===== src/source/gfx_pkg.sv =====
// shared constants and FSM state types for the line renderer
// screen width is fixed at 448 visible pixels, buffers are 512 deep
// colour code 15 marks an empty pixel in every layer

`default_nettype none

package gfx_pkg;

    localparam logic [8:0] MAX_H  = 9'd448; // visible pixels per line
    localparam logic [3:0] TRANSP = 4'd15;  // "no pixel" colour

    // object drawer, one pass per sprite table entry
    typedef enum logic [2:0] {
        obj_idle,
        obj_read_attr,
        obj_read_code,
        obj_read_x,
        obj_fetch,
        obj_paint,
        obj_next
    } obj_state_e;

    // scroll drawer, one pass per tile column
    typedef enum logic [2:0] {
        scr_idle,
        scr_read_map,
        scr_fetch,
        scr_paint,
        scr_next
    } scr_state_e;

    typedef enum logic [1:0] {
        mix_idle,
        mix_wait_layers, // one drawer has finished
        mix_scan,
        mix_flush        // read pipeline draining
    } mix_state_e;

endpackage

`default_nettype wire


===== src/source/obj_line_draw.sv =====
// walks OBJ_COUNT sprite table entries, 4 words each, in table order
// table data is expected one cycle after tbl_addr
// ROM request is held until obj_rom_ok, then the half is toggled
// sprites are 16 pixels wide and start at x-1, x of 0 hides the entry

`timescale 1ns/100ps
`default_nettype none

module obj_line_draw
    import gfx_pkg::*;
#(
    parameter int OBJ_COUNT = 8
) (
    input  wire logic        clk,
    input  wire logic        rst,
    input  wire logic        line_start,
    output logic      [8:0]  tbl_addr,
    input  wire logic [15:0] tbl_data,
    output logic             obj_rom_cs,
    output logic      [19:0] obj_rom_addr,
    output logic             obj_rom_half,
    input  wire logic [31:0] obj_rom_data,
    input  wire logic        obj_rom_ok,
    output logic             wr,
    output logic      [8:0]  waddr,
    output logic      [8:0]  wdata,
    output logic             done
);

    localparam logic [6:0] LAST_ENTRY = 7'(OBJ_COUNT - 1);

    obj_state_e  state;
    logic [6:0]  entry;
    logic        tbl_wait;  // first cycle after a new table address
    logic [3:0]  vsub;
    logic        hflip;
    logic [4:0]  pal;
    logic [31:0] pix;       // ROM word being painted
    logic [8:0]  pos;       // next buffer address
    logic [2:0]  cnt;
    logic        second;    // second half of the sprite in progress
    logic [3:0]  col;

    // current pixel, hflip walks the word from the other end
    assign col = hflip ? {pix[24], pix[16], pix[8], pix[0]}
                       : {pix[31], pix[23], pix[15], pix[7]};

    always_ff @(posedge clk or posedge rst) begin
        if (rst) begin
            state        <= obj_idle;
            entry        <= 7'd0;
            tbl_addr     <= 9'd0;
            tbl_wait     <= 1'b0;
            vsub         <= 4'd0;
            hflip        <= 1'b0;
            pal          <= 5'd0;
            pix          <= 32'd0;
            pos          <= 9'd0;
            cnt          <= 3'd0;
            second       <= 1'b0;
            obj_rom_cs   <= 1'b0;
            obj_rom_addr <= 20'd0;
            obj_rom_half <= 1'b0;
            wr           <= 1'b0;
            waddr        <= 9'd0;
            wdata        <= 9'd0;
            done         <= 1'b0;
        end else begin
            wr   <= 1'b0;
            done <= 1'b0;
            case (state)
                obj_idle: begin
                    if (line_start) begin
                        entry    <= 7'd0;
                        tbl_addr <= 9'd0;
                        tbl_wait <= 1'b1;
                        state    <= obj_read_attr;
                    end
                end
                obj_read_attr: begin
                    // address runs one word ahead of the data
                    tbl_addr[1:0] <= tbl_addr[1:0] + 2'd1;
                    tbl_wait      <= 1'b0;
                    if (!tbl_wait) begin
                        vsub  <= tbl_data[11:8];
                        hflip <= tbl_data[5];
                        pal   <= tbl_data[4:0];
                        state <= obj_read_code;
                    end
                end
                obj_read_code: begin
                    obj_rom_addr <= {tbl_data, vsub};
                    obj_rom_half <= hflip; // mirrored sprites start on the right half
                    state        <= obj_read_x;
                end
                obj_read_x: begin
                    if (tbl_data[8:0] == 9'd0) begin
                        state <= obj_next;
                    end else begin
                        pos        <= tbl_data[8:0] - 9'd1;
                        second     <= 1'b0;
                        obj_rom_cs <= 1'b1;
                        state      <= obj_fetch;
                    end
                end
                obj_fetch: begin
                    if (obj_rom_ok) begin
                        pix          <= obj_rom_data;
                        obj_rom_half <= ~obj_rom_half;
                        if (second) obj_rom_cs <= 1'b0;
                        // blank word paints a single empty pixel and jumps 8
                        if (&obj_rom_data) begin
                            cnt <= 3'd7;
                            pos <= pos + 9'd7;
                        end else begin
                            cnt <= 3'd0;
                        end
                        state <= obj_paint;
                    end
                end
                obj_paint: begin
                    wr    <= col != TRANSP;
                    waddr <= pos;
                    wdata <= {pal, col};
                    pix   <= hflip ? pix >> 1 : pix << 1;
                    pos   <= pos + 9'd1; // wraps at 512
                    cnt   <= cnt + 3'd1;
                    if (cnt == 3'd7) begin
                        second <= 1'b1;
                        state  <= second ? obj_next : obj_fetch;
                    end
                end
                obj_next: begin
                    if (entry == LAST_ENTRY) begin
                        done  <= 1'b1;
                        state <= obj_idle;
                    end else begin
                        entry    <= entry + 7'd1;
                        tbl_addr <= {entry + 7'd1, 2'd0};
                        tbl_wait <= 1'b1;
                        state    <= obj_read_attr;
                    end
                end
                default: state <= obj_idle;
            endcase
        end
    end

endmodule

`default_nettype wire


===== config.mk =====
export PLATFORM = sky130hd
export DESIGN_NAME = obj_line_draw
export DESIGN_NICKNAME = d
export VERILOG_FILES = /design/src/source/gfx_pkg.sv /design/src/source/obj_line_draw.sv
export SDC_FILE = /design/constraint.sdc
export NUM_CORES = 1
export LEC_CHECK = 0
export BUFFER_PORTS_ARGS = -buffer_cell sky130_fd_sc_hd__buf_2
export CAP_MARGIN = 20
export CORE_MARGIN = 3
export CORE_UTILIZATION = 28
export DETAILED_ROUTE_END_ITERATION = 6
export PLACE_DENSITY = 0.45
export SYNTH_ARGS = -nofsm -noshare
export SYNTH_HDL_FRONTEND = slang
export SYNTH_SLANG_ARGS = --single-unit

===== constraint.sdc =====
create_clock -name clk -period 6.75 [get_ports clk]
set_input_delay 1.35 -clock clk [delete_from_list [all_inputs] [get_ports clk]]
set_output_delay 1.35 -clock clk [all_outputs]
set_load 0.05 [all_outputs]

==> results of run 1 <==
-- kinds of logic (layout without fill, tap and decap cells) --
kind of cell               count (synthesis)  count (layout)
adders and majority gates                  5               5
DFF                                      110             110
AOI/OAI and AO/OA                        149             149
and+or+nand+nor                          245             245
muxes                                     30              30
buffers and inverters                     49             133
xor gates and xnor gates                   7               7
-- cells in the mapped netlist (3+ instances only) --
library cell	instances	area [um2]
sky130_fd_sc_hd__o22ai_1	3	18.8
sky130_fd_sc_hd__o21ai_0	15	75.1
sky130_fd_sc_hd__nand2b_1	4	25.0
sky130_fd_sc_hd__a31oi_1	39	244
sky130_fd_sc_hd__a21oi_1	21	105
sky130_fd_sc_hd__buf_2	7	35.0
sky130_fd_sc_hd__nand4_1	10	62.6
sky130_fd_sc_hd__nor4_1	4	25.0
sky130_fd_sc_hd__ha_1	5	62.6
sky130_fd_sc_hd__mux2_2	26	293
sky130_fd_sc_hd__a22oi_1	3	22.5
sky130_fd_sc_hd__nor2_1	20	75.1
sky130_fd_sc_hd__o31ai_1	3	22.5
sky130_fd_sc_hd__a21o_1	3	22.5
sky130_fd_sc_hd__nand2_1	135	507
sky130_fd_sc_hd__mux2_1	3	33.8
sky130_fd_sc_hd__and2_1	24	150
sky130_fd_sc_hd__clkbuf_1	31	116
sky130_fd_sc_hd__nor3_1	9	45.0
sky130_fd_sc_hd__a211oi_1	32	240
sky130_fd_sc_hd__xnor2_1	3	26.3
sky130_fd_sc_hd__inv_1	8	30.0
sky130_fd_sc_hd__o21ai_1	10	50.1
sky130_fd_sc_hd__dfrtp_1	110	2750
sky130_fd_sc_hd__xor2_1	3	26.3
sky130_fd_sc_hd__nand3_1	11	55.1
sky130_fd_sc_hd__and3_1	4	25.0
sky130_fd_sc_hd__nor2b_1	12	75.1
-- cell type report --
| type | count | area, um2 |
|---|---|---|
| Fill cell | 1991 | 12500 |
| Sequential cell | 110 | 2750 |
| Multi-Input combinational cell | 436 | 2620 |
| Tap cell | 260 | 325 |
| Clock buffer | 9 | 225 |
| Inverter | 8 | 32.5 |
| Clock inverter | 7 | 88.8 |
| Timing Repair Buffer | 109 | 563 |
-- power groups by stage --
| stage | registers [mW] | logic (mW) | clock network [mW] |
|---|---|---|---|
| 3_5_place_dp | 1.25 | 1.65 | 0 |
| 2_1_floorplan | 1.60 | 0.886 | 0 |
| 4_1_cts | 1.24 | 1.65 | 0.592 |
| 3_3_place_gp | 1.24 | 1.62 | 0 |
| 6_report | 1.24 | 1.63 | 0.568 |
| 5_1_grt | 1.30 | 1.80 | 0.614 |
-- worst reg2reg max path, stage by stage (launching register included) --
cell                      delay [ps]
sky130_fd_sc_hd__dfrtp_1         730
sky130_fd_sc_hd__nor2b_1         870
sky130_fd_sc_hd__and3_1          260
sky130_fd_sc_hd__buf_4           350
sky130_fd_sc_hd__nand3_2         360
sky130_fd_sc_hd__and2_1          350
sky130_fd_sc_hd__a221o_1         360
-- routing by layer --
layer | global-route usage | vias to the layer above | share of wire
met5 | 0 | - | 0
met4 | 0.0339 | 0 | 0.010
met3 | 0.0349 | 11 | 0.052
met2 | 0.217 | 108 | 0.45
met1 | 0.204 | 2305 | 0.49
li1 | - | 2291 | -
-- stage by stage --
step           cells  worst slack (ps)   util
2_1_floorplan    595              2500      -
3_3_place_gp     923              3330  0.330
3_5_place_dp     923              3240  0.330
4_1_cts          939              3330  0.346
5_1_grt          939              3090  0.346
6_report         939              3370  0.346
-- sequential cells by signal, summed over array words and instances (netlist names), 2 cells and up --
name          flops
vsub              4
obj_rom_addr     20
pix              32
entry             7
pal               5
cnt               3
waddr             9
wdata             9
state             3
tbl_addr          2
pos               9
-- worst max path at each step --
stage                     slack (ps)                 end  cells after the start                  from
after floorplan                 2500  cnt[0]$_DFFE_PP0P_                      1                   rst
after CTS                       3330  pos[0]$_DFFE_PP0P_                      6  state[2]$_DFFE_PP0P_
final                           3370  pos[0]$_DFFE_PP0P_                      6  state[2]$_DFFE_PP0P_
after global routing            3090  pos[0]$_DFFE_PP0P_                      6  state[2]$_DFFE_PP0P_
after global placement          3330  pos[0]$_DFFE_PP0P_                      6       obj_rom_data[0]
after detailed placement        3240  pos[0]$_DFFE_PP0P_                      6       obj_rom_data[0]
==> summary by stage, run 1 <==
Layout
Leaving out fill and tap cells, the most frequent cell in the layout is sky130_fd_sc_hd__nand2_1. The top cell types in the final layout, fill and taps aside, are 135 x sky130_fd_sc_hd__nand2_1, 110 x sky130_fd_sc_hd__dfrtp_1, 102 x sky130_fd_sc_hd__buf_2. The repair_antennas step left the layout with diodes totalling 0.

The layout cell share with drive strength beyond 1 is 0.240. From synthesis to final layout, the design area changed by 18.9%. Summing all non-filler instances in the final layout gives an area of approximately 6600 um2.

The net count of the finished layout is 731.

Worst setup path
The signal on the critical path passes through nor2b_1 -> and3_1 -> buf_4 -> nand3_2 -> and2_1 -> a221o_1. For flop-to-flop paths, the worst setup slack is around 3400 ps. The endpoint identified for the worst register-to-register timing path is pos[0]$_DFFE_PP0P_. STA classifies the critical path endpoint as a register.

The type of the setup path with the least slack is register to register. Broken down by cell family, the worst path's largest delay share belongs to simple AND/OR/NAND/NOR gates. The critical path buffer and inverter count is 1. At the worst endpoint, the arrival time is 3630 ps. The largest fanout on the critical path is 34. The largest single stage delay on the critical path is 870 ps. Among all stages on the critical path, the largest delay is contributed by sky130_fd_sc_hd__nor2b_1.

The worst path required time is 6990 ps. STA classifies the critical path startpoint as a register. The startpoint identified for the worst register-to-register timing path is state[2]$_DFFE_PP0P_.

The count of cells along the worst register-to-register path is 6.

Floorplanning
The row count is 50. The floorplan die area is 21,600 um2. The horizontal extent of the die is around 150 um.

Pin placement for this block handled a little over 100 I/O pins. The area of the core is between 15,000 and 20,000 um2. The starting density of the core is 0.291. The die is 147 um tall.

Hold path
The min-delay analysis places its worst path in the category register to register. The worst hold path terminates at waddr[1]$_DFFE_PP0N_. The hold path depth is 2.

The startpoint of the tightest hold check path is waddr[1]$_DFFE_PP0N_.

Synth
Synthesis produced a netlist whose cell count is 595. The number of nets handed over by synthesis was 652. The synthesized-area fraction occupied by xor and xnor cells is 0.0124. The number of enable-type register cells in the synthesized netlist is 0.

The leading register cell type out of synthesis is sky130_fd_sc_hd__dfrtp_1. The total of warnings raised by yosys is 0. The proportion of register bits with asynchronous set or reset after synthesis is 1.00.

The largest family of logic cells by synthesized area is simple AND/OR/NAND/NOR gates. The average instance in the mapped netlist occupies 9.34 um2. Of the total synthesized cell area, the portion taken by AND, OR, NAND and NOR gates is 0.207. The number of synthesized register bits is 110.

The portion of synthesized area spent on multiplexers is 0.0606. Of the synthesized area, sequential elements account for 0.495. Of the total synthesized cell area, the portion taken by full adders, half adders and majority gates is 0.0113.

The netlist uses 59 different library cells. The area of the mapped netlist is 5560 um2. The area fraction in compound gates after synthesis is 0.178.

Clock tree
Post-CTS repair changed the size of 0 cells. The number of buffers added to fix hold violations after cts is 0. The CTS tree is built. The cell at the root of the clock tree is sky130_fd_sc_hd__clkbuf_16. The clock latency reported for the late side of the worst-skew pair is between 300 and 400 ps.

Counting every sink on the clock net gives between 100 and 150. Clock-pin slew was measured on the worst setup and hold paths at 80 ps. The worst-case clock buffer depth is 2. The number of buffers added by the clock tree synthesis step is 9. The number of H-tree levels is 3.

The buffers inserted during post-CTS setup optimization is 0.

Placed design
Input and output buffers added on the ports amount to 102. Once placement finished, the instance area stood at 6290 um2. The total half-perimeter wirelength after legalization and detailed placement is 10,100 um. The weighted congestion reported at the end of routability-driven placement is 0.760.

Drt
The antenna violation net count after detailed routing is 0. After the first detailed-routing iteration, the DRC count stood at approximately 270. In the final routed layout, each cell accounts on average for between 15 and 20 um.

Using the TritonRoute via totals, the vias-per-cell ratio works out to 5.02. For this block, the routed nets add up to between 10,000 and 15,000 um of wire. The number of vias after detailed routing is 4,715. After detailed routing, the number of remaining DRC violations is 0. The number of search-and-repair iterations in the first detailed-routing pass is 4.

STA
The clock tree skew after final layout is between 10 and 15 ps. Static timing analysis puts the maximum clock frequency at 0.296 GHz. The final count of hold timing violations is 0.

Setup repair after global routing left no endpoint under its margin. The worst-case hold slack is 471 ps. The final-layout setup total negative slack is 0 ps. The setup violation total in the final timing report is 0. For the pin with the worst max-slew slack, the measured transition is 1040 ps. The number of max-slew violations in the final report came to 0. The final critical delay including setup and external delays is 3380 ps.

The worst slew slack as a fraction of its limit is 0.306. Of the available clock period, the critical path in the final layout requires 0.501.

Global routing
The initial antenna violation count is 0. For this run, the total global-route usage over all layers was measured as 0.142. The largest net degree at the start of global routing is 96. The via count of the first global-routing pass was 4,685. The first global-routing pass estimated 25,100 um of wire. The aggregate global routing overflow is 0.

Power and ir drop
Of the total power, combinational logic draws 0.473. The internal portion of total power is between 1.5 and 2 mW. The switching part of the total is 0.469. For this design the static power due to leakage is 2.94 nW.

Dividing total power by cell area gives a power density of 521 nW/um2. The part of the total power dissipated in sequential elements is 0.362. The share of total power in the clock network is 0.165. After layout, the design draws a total of 3.44 mW. Summed over all nets, the switching power comes to around 1.6 mW. The worst-case IR drop observed on VDD is 0.000245 V.

Job
Max-cap violations in this run came to 0.

Status
The run finished with clean final reports.
(Power assumes the default switching activity.)
==> inputs of run 2 (changes only) <==
Settings changed: PLACE_DENSITY 0.45 to 0.47.
Clock period 6.75 ns to 3.05 ns, I/O delays scaled along.
==> summary by stage, run 2 (same netlist as run 1, synthesis figures left out) <==
Status
The run finished with clean final reports.

Drt
The number of search-and-repair iterations in the first detailed-routing pass was 4 (unchanged). The average wire per cell in the routed design is 16.1 um (+0.95%). The antenna violation net count after detailed routing is 0 (unchanged). The post-route DRC violation count is 0 (unchanged). The total wire length is 15,200 um (+1.7%). The number of vias after detailed routing is 4,698 (-0.36%).

The starting DRC count in detailed routing came to 291 (+8.6%). The post-detailed-route via-to-cell ratio is 4.97 (-1.1%).

Layout
The number of flip-flops in the largest register is 32 (unchanged). The sequential cell area is 2750 um2 (unchanged). Compared with the post-synthesis result, the final layout area differs by 20.1%. The final core area utilization was 0.350 (+0.00361). The largest registers in the layout are pix (32), obj_rom_addr (20). The total area of multi-input combinational cells was 2620 um2 (unchanged). The top cell types in the final layout, fill and taps aside, are 135 x sky130_fd_sc_hd__nand2_1, 110 x sky130_fd_sc_hd__dfrtp_1, 102 x sky130_fd_sc_hd__buf_2.

The layout cell share with drive strength beyond 1 is 0.248 (+0.00775). The number of filler instances in the final layout is 1,968 (-1.2%). The leading cell type in the layout, fill and taps excluded is sky130_fd_sc_hd__nand2_1.

Counting flops per register, the top entry is pix. The design area came to 6670 um2 (+1.0%). The number of inserted diodes is 0 (unchanged). The number of non-filler instances in the completed layout is 946 (+0.75%). The net count of the finished layout came to 739 (+1.1%).

Placed design
The worst setup timing slack at the placement stage is 592 ps (-2650 ps). The total of buffers placed on input and output ports was 102 (unchanged). The weighted congestion reported at the end of routability-driven placement is 0.754 (-0.78%). The total half-perimeter wirelength after legalization and detailed placement was 10,400 um (+3.3%). The total cell area at the placement stage is 6370 um2 (+1.4%). The number of instances in the placed design is 931 (+0.87%).

Global routing
The aggregate global routing overflow is 0 (unchanged). The total global routing track utilization was 0.144 (+0.00181). The initial antenna violation count came to 0 (unchanged). The largest net degree at the start of global routing came to 111 (+16%). The via count of the first global-routing pass came to 4,819 (+2.9%).

The wire length of the first global-routing pass was 25,300 um (+0.77%).

Clock tree
The number of buffers added to fix hold violations after cts is 0 (unchanged). The clock-pin slew on the worst setup and hold paths is 80 ps (about the same). The number of buffers added by the clock tree synthesis step is 9 (unchanged). The clock sink total came to 110 (unchanged).

TritonCTS built the clock tree. The number of H-tree levels came to 3 (unchanged). The cell at the root of the clock tree is sky130_fd_sc_hd__clkbuf_16.

The buffers inserted during post-CTS setup optimization is 0 (unchanged). The worst-case clock buffer depth is 2 (unchanged). The count of cells resized by post-cts repair is 0 (unchanged). The clock latency reported for the late side of the worst-skew pair is 360 ps (about the same).

Floorplanning
The starting density of the core is 0.291 (unchanged). The area of the core is 19,100 um2 (unchanged). The I/O pin count came to 103 (unchanged).

The floorplan die area is 21,600 um2 (unchanged). The horizontal extent of the die was 147 um (unchanged). The die boundary height is 147 um (unchanged). The row count is 50 (unchanged).

STA
The worst-case hold slack is 402 ps (-69.6 ps). Of the available clock period, the critical path in the final layout requires 0.692. The actual transition at the worst max-transition pin is 904 ps (-136 ps). The clock tree skew after final layout is 12.6 ps (+0.0232 ps). The final worst-path setup slack is 941 ps (-2430 ps).

The final critical delay including setup and external delays is 2110 ps. The final count of hold timing violations was 0 (unchanged). The final-layout setup total negative slack was 0 ps (unchanged). The setup violation total in the final timing report is 0 (unchanged). Setup repair after global routing left no endpoint under its margin. The number of max-slew violations in the final report is 0 (unchanged).

The worst slew slack as a fraction of its limit is 0.397 (+0.0908). Derived from the worst setup path, the maximum achievable clock frequency is 0.474 GHz.

Worst setup path
STA classifies the critical path startpoint as a primary input. The worst path required time is 3270 ps (-3720 ps). The count of cells along the worst register-to-register path was 7 (+1). The worst-case register-to-register setup slack is 1020 ps (-2350 ps). The endpoint arrival time on the critical path came to 2330 ps (-1300 ps). The type of the setup path with the least slack is primary input to register. The type of destination of the critical path is a register.

The largest fanout on the critical path was 10 (-71%).

Job
The count of max-cap constraint violations is 0 (unchanged).

Power and ir drop
The share of total power in the clock network is 0.159 (-0.006). The leakage power was 2.98 nW (+1.5%). The net load switching power was 3.56 mW (+120%).

The peak ir drop on the vdd network is 0.000734 V (+200%). The internal portion of total power is 4.09 mW (+120%). The power after layout came to 7.66 mW (+120%).

The cell area power density is 1150 nW/um2 (+120%). The proportion of power drawn by combinational gates was 0.492 (+0.019). The switching part of the total is 0.465 (-0.00388).

The part of the total power dissipated in sequential elements is 0.348 (-0.014).

Hold path
The worst hold path belongs to the class primary input to async pin.
## run 2: changes by cell type in the layout (fill, tap and decap cells not counted), sizes merged
cell / delta
buf: +8
inv: -3
clkbuf: +1
clkinv: +1
## run 2: final timing paths
kind,from,to
hold reg to reg,waddr[4]$_DFFE_PP0N_,waddr[4]$_DFFE_PP0N_
max in group asynchronous,rst,pos[5]$_DFFE_PP0P_
setup / recovery,tbl_data[0],pos[5]$_DFFE_PP0P_
hold / removal,rst,pix[28]$_DFFE_PP0P_
setup reg to reg,state[2]$_DFFE_PP0P_,pix[17]$_DFFE_PP0P_
min in group clk,waddr[4]$_DFFE_PP0N_,waddr[4]$_DFFE_PP0N_
## run 2: cell type report
cell class | instances | area share
clock buffer | 10 | 0.0358
clock inverter | 5 | 0.00863
inverter | 8 | 0.00506
multi-input combinational | 436 | 0.392
sequential | 110 | 0.413
tap | 260 | 0.0488
timing repair buffer | 117 | 0.0971
## run 2: worst max-delay path: stages
cell                       delay, ps
sky130_fd_sc_hd__buf_2           130
sky130_fd_sc_hd__inv_1            80
sky130_fd_sc_hd__ha_1            260
sky130_fd_sc_hd__nor4b_1         270
sky130_fd_sc_hd__a21oi_1         160
sky130_fd_sc_hd__nor2_2          340
sky130_fd_sc_hd__and2_1          340
sky130_fd_sc_hd__o221ai_1        140
## run 2: metal layers
metal / track usage / wire (um) / up-vias
met5: 0 / 0 / -
met4: 0.0395 / 171 / 0
met3: 0.0339 / 767 / 12
met2: 0.233 / 6970 / 117
met1: 0.194 / 7310 / 2278
li1: - / - / 2291
## run 2: power groups by stage
| stage | Combinational (mW) | Clock, mW | Sequential (mW) |
|---|---|---|---|
| after global placement | 3.75 | 0 | 2.66 |
| final | 3.77 | 1.22 | 2.67 |
| after detailed placement | 3.80 | 0 | 2.68 |
| after global routing | 4.16 | 1.32 | 2.77 |
| after CTS | 3.81 | 1.27 | 2.67 |
| after floorplan | 1.96 | 0 | 3.54 |
==> inputs of run 3 (changes only) <==
Settings changed: ABC_AREA set to 1, PLACE_DENSITY 0.47 to 0.45.
Clock period 3.05 ns to 2 ns, I/O delays scaled along.
==> summary by stage, run 3 <==
Worst setup path
The largest fanout on the critical path is 27 (+17). The worst-case register-to-register setup slack is 220 ps (-800 ps). The count of cells along the worst register-to-register path is 8 (+1). The critical path's slowest cell is sky130_fd_sc_hd__dfrtp_2. The worst setup path is captured at a register. The critical path buffer and inverter count is 4 (+2). The endpoint arrival time on the critical path was 2010 ps (-320 ps). The source of the worst register-to-register timing path is state[2]$_DFFE_PP0P_. The worst path required time is 2230 ps (-1040 ps). Traced cell by cell, the critical path runs through nand3_2 -> buf_4 -> inv_2 -> nor2_1 -> inv_2 -> buf_12 -> o2111ai_1 -> o21ai_0. The most frequent cell on the critical path is sky130_fd_sc_hd__inv_2. The peak per-stage delay on the critical path is 460 ps (+120 ps). The kind of start point of the critical path is a register.

The type of the setup path with the least slack is register to register. Grouping stages by cell kind, the critical path spends the most delay in buffers and inverters. The worst flop-to-flop path endpoint is pix[10]$_DFFE_PP0P_.

Global routing
After global routing, the most crowded layer is met2. The aggregate global routing overflow is 0 (unchanged). The largest net degree at the start of global routing is 77 (-31%). The met2 track utilization from global routing is 0.246 (+0.0127).

The wire length of the first global-routing pass is 26,100 um (+3.2%). The global-route met3 utilization is 0.0349 (+0.00102). The initial antenna violation count is 0 (unchanged). The via count of the first global-routing pass is 5,017 (+4.1%). The total global routing track utilization is 0.147 (+0.00320). The global routing met1 resource utilization is 0.191 (-0.00261).

Synth
The proportion of register bits with asynchronous set or reset after synthesis was 1.00 (unchanged). The number of instances in the synthesized netlist was 689 (+16%). The total of warnings raised by yosys is 0 (unchanged). The number of unique standard cell types used by synthesis came to 44 (-25%). Sorting the synthesized cells by area gives the leading types as sky130_fd_sc_hd__dfrtp_1 49%, sky130_fd_sc_hd__nand2_1 12%, sky130_fd_sc_hd__o21ai_0 6.7%.

The largest family of logic cells by synthesized area is simple AND/OR/NAND/NOR gates. The post-synthesis simple-gate area fraction is 0.245 (+0.0381). The most frequent cell after synthesis is sky130_fd_sc_hd__nand2_1. The area of the mapped netlist was 5640 um2 (+1.4%). The leading register cell type out of synthesis is sky130_fd_sc_hd__dfrtp_1. The net count after synthesis came to 746 (+14%).

The fraction of the mapped netlist area in adder cells came to 0.0111 (-0.000160). The synthesized area divided by synthesized cell count is 8.18 um2 (-12%). The commonest cells after synthesis are 177 x sky130_fd_sc_hd__nand2_1, 110 x sky130_fd_sc_hd__dfrtp_1, 75 x sky130_fd_sc_hd__o21ai_0. The largest total area in the synthesized netlist belongs to sky130_fd_sc_hd__dfrtp_1. The number of synthesized register bits came to 110 (unchanged). The share of Yosys cell area claimed by the top area cell type is 0.488 (-0.00704). The portion of the post-synthesis area used by sequential elements is 0.488 (-0.00704). The share of cell area taken by muxes after synthesis came to 0.00200 (-0.0586). The synthesized-area fraction occupied by xor and xnor cells is 0.00933 (-0.00306). The number of enable-type register cells in the synthesized netlist was 0 (unchanged). The area fraction in compound gates after synthesis is 0.161 (-0.0167).

Job
The count of max-cap constraint violations is 0 (unchanged).

Power and ir drop
The peak ir drop on the vdd network is 0.00115 V (+57%). The cell area power density is 1690 nW/um2 (+47%). The leakage power is 3.31 nW (+11%).

Layout
The number of inserted diodes was 0 (unchanged). The number of non-filler instances in the completed layout is 1,062 (+12%). The layout cell share with drive strength beyond 1 is 0.232 (-0.0157). The register with the most flip-flops is pix.

Relative to the synthesized area, the layout overhead comes to 21.9%. The number of flip-flops in the largest register is 32 (unchanged). The library cell used most frequently in the layout, excluding fill and tap cells, is sky130_fd_sc_hd__nand2_1. The number of filler instances in the final layout is 2,092 (+6.3%). The top cell types in the final layout, fill and taps aside, are 177 x sky130_fd_sc_hd__nand2_1, 109 x sky130_fd_sc_hd__dfrtp_1, 102 x sky130_fd_sc_hd__buf_2. The net count of the finished layout is 849 (+15%). The design area is 6870 um2 (+2.9%).

The largest registers in the layout are pix (32), obj_rom_addr (20).

Drt
The post-route DRC violation count was 0 (unchanged). The starting DRC count in detailed routing came to 326 (+12%). The post-detailed-route via-to-cell ratio is 4.66 (-6.2%). The number of search-and-repair iterations in the first detailed-routing pass is 5 (+1). The number of vias after detailed routing came to 4,948 (+5.3%).

The average wire per cell in the routed design is 14.6 um (-9.1%). The antenna violation net count after detailed routing came to 0 (unchanged). The total wire length came to 15,500 um (+2.0%).

STA
The actual transition at the worst max-transition pin is 471 ps (-433 ps). The setup violation total in the final timing report is 0 (unchanged). Timing would allow up to between 0.5 and 0.6 GHz.

The number of max-slew violations in the final report was 0 (unchanged). The final-layout setup total negative slack came to 0 ps (unchanged). Dividing the final minimum period by the clock period gives 0.891. The clock tree skew after final layout came to 5.10 ps (-7.53 ps). The final count of hold timing violations is 0 (unchanged).

Setup repair after global routing left no endpoint under its margin. The final critical delay including setup and external delays is 1780 ps. The worst slew slack as a fraction of its limit came to 0.685 (+0.288).

Floorplanning
The row count came to 51 (+2.0%). The area of the core was 19,600 um2 (+2.7%). The floorplan die area is 21,900 um2 (+1.4%). The horizontal extent of the die is 148 um (+0.69%).

The I/O pin count is 103 (unchanged). The die boundary height is 148 um (+0.69%). The starting density of the core was 0.288 (-0.00348).

Clock tree
The clock latency reported for the late side of the worst-skew pair is 360 ps (about the same). TritonCTS built the clock tree. The number of H-tree levels was 3 (unchanged). The count of cells resized by post-cts repair is 0 (unchanged). The number of buffers added by the clock tree synthesis step is 9 (unchanged). The clock sink total was 110 (unchanged). In this run the clock root is driven by a sky130_fd_sc_hd__clkbuf_16. The number of buffers added to fix hold violations after cts is 0 (unchanged). The buffers inserted during post-CTS setup optimization is 0 (unchanged).

The worst-case clock buffer depth was 2 (unchanged). The clock-pin slew on the worst setup and hold paths is 80 ps (about the same).

Placed design
The total cell area at the placement stage was 6560 um2 (+2.8%). The total of buffers placed on input and output ports was 102 (unchanged). The weighted congestion reported at the end of routability-driven placement is 0.804 (+6.6%).

The number of instances in the placed design is 1,046 (+12%). The total half-perimeter wirelength after legalization and detailed placement came to 11,400 um (+9.0%).

Hold path
The class of the most critical hold timing path is primary input to async pin.

Status
The run finished with clean final reports.
## run 3: per-layer routing
layer	share of wire	vias to the layer above
met5	0	-
met4	0.016	0
met3	0.051	16
met2	0.48	114
met1	0.45	2318
li1	-	2500
## run 3: where the power goes
group          leakage (nW)  switching [mW]  internal, mW
Sequential             1.36           0.560          3.24
Clock                 0.151           0.897         0.998
Combinational          1.80            4.21          1.68
## run 3: cell type report
cell class | count | area (um2) | area share
Clock buffer | 10 | 229 | 0.0333
Sequential cell | 110 | 2750 | 0.401
Tap cell | 265 | 332 | 0.0483
Inverter | 77 | 295 | 0.0430
Timing Repair Buffer | 127 | 761 | 0.111
Multi-Input combinational cell | 467 | 2420 | 0.352
Clock inverter | 6 | 78.8 | 0.0115
## run 3: worst max path at each step
stage | startpoint | endpoint | slack (ps) | cells after the start
after floorplan | entry[0]$_DFFE_PP0P_ | entry[0]$_DFFE_PP0P_ | 140 | 9
after global placement | obj_rom_data[13] | pos[6]$_DFFE_PP0P_ | 100 | 12
after detailed placement | tbl_data[0] | pos[5]$_DFFE_PP0P_ | 60 | 12
after CTS | state[0]$_DFFE_PP0P_ | entry[0]$_DFFE_PP0P_ | 170 | 10
after global routing | state[0]$_DFFE_PP0P_ | pos[8]$_DFFE_PP0P_ | 6 | 13
final | state[2]$_DFFE_PP0P_ | pix[10]$_DFFE_PP0P_ | 220 | 8
## run 3: kinds of logic (layout without fill, tap and decap cells)
group | Yosys count | after routing
simple gates | 307 | 307
compound gates | 148 | 148
buf+inv | 112 | 220
flops | 110 | 110
xor+xnor | 6 | 6
fa+ha+maj | 5 | 5
mux | 1 | 1
## run 3: metrics by stage
step / utilization / power [mW] / hold slack [ps] / setup WS, ps
global placement: 0.335 / 9.69 / 452 / 99.8
CTS: 0.350 / 11.7 / 57.4 / 167
global route: 0.351 / 12.6 / 86.8 / 5.97
finish: 0.351 / 11.6 / 54.7 / 218
detailed placement: 0.335 / 9.79 / 453 / 57.4
floorplan: - / 8.20 / 442 / 140
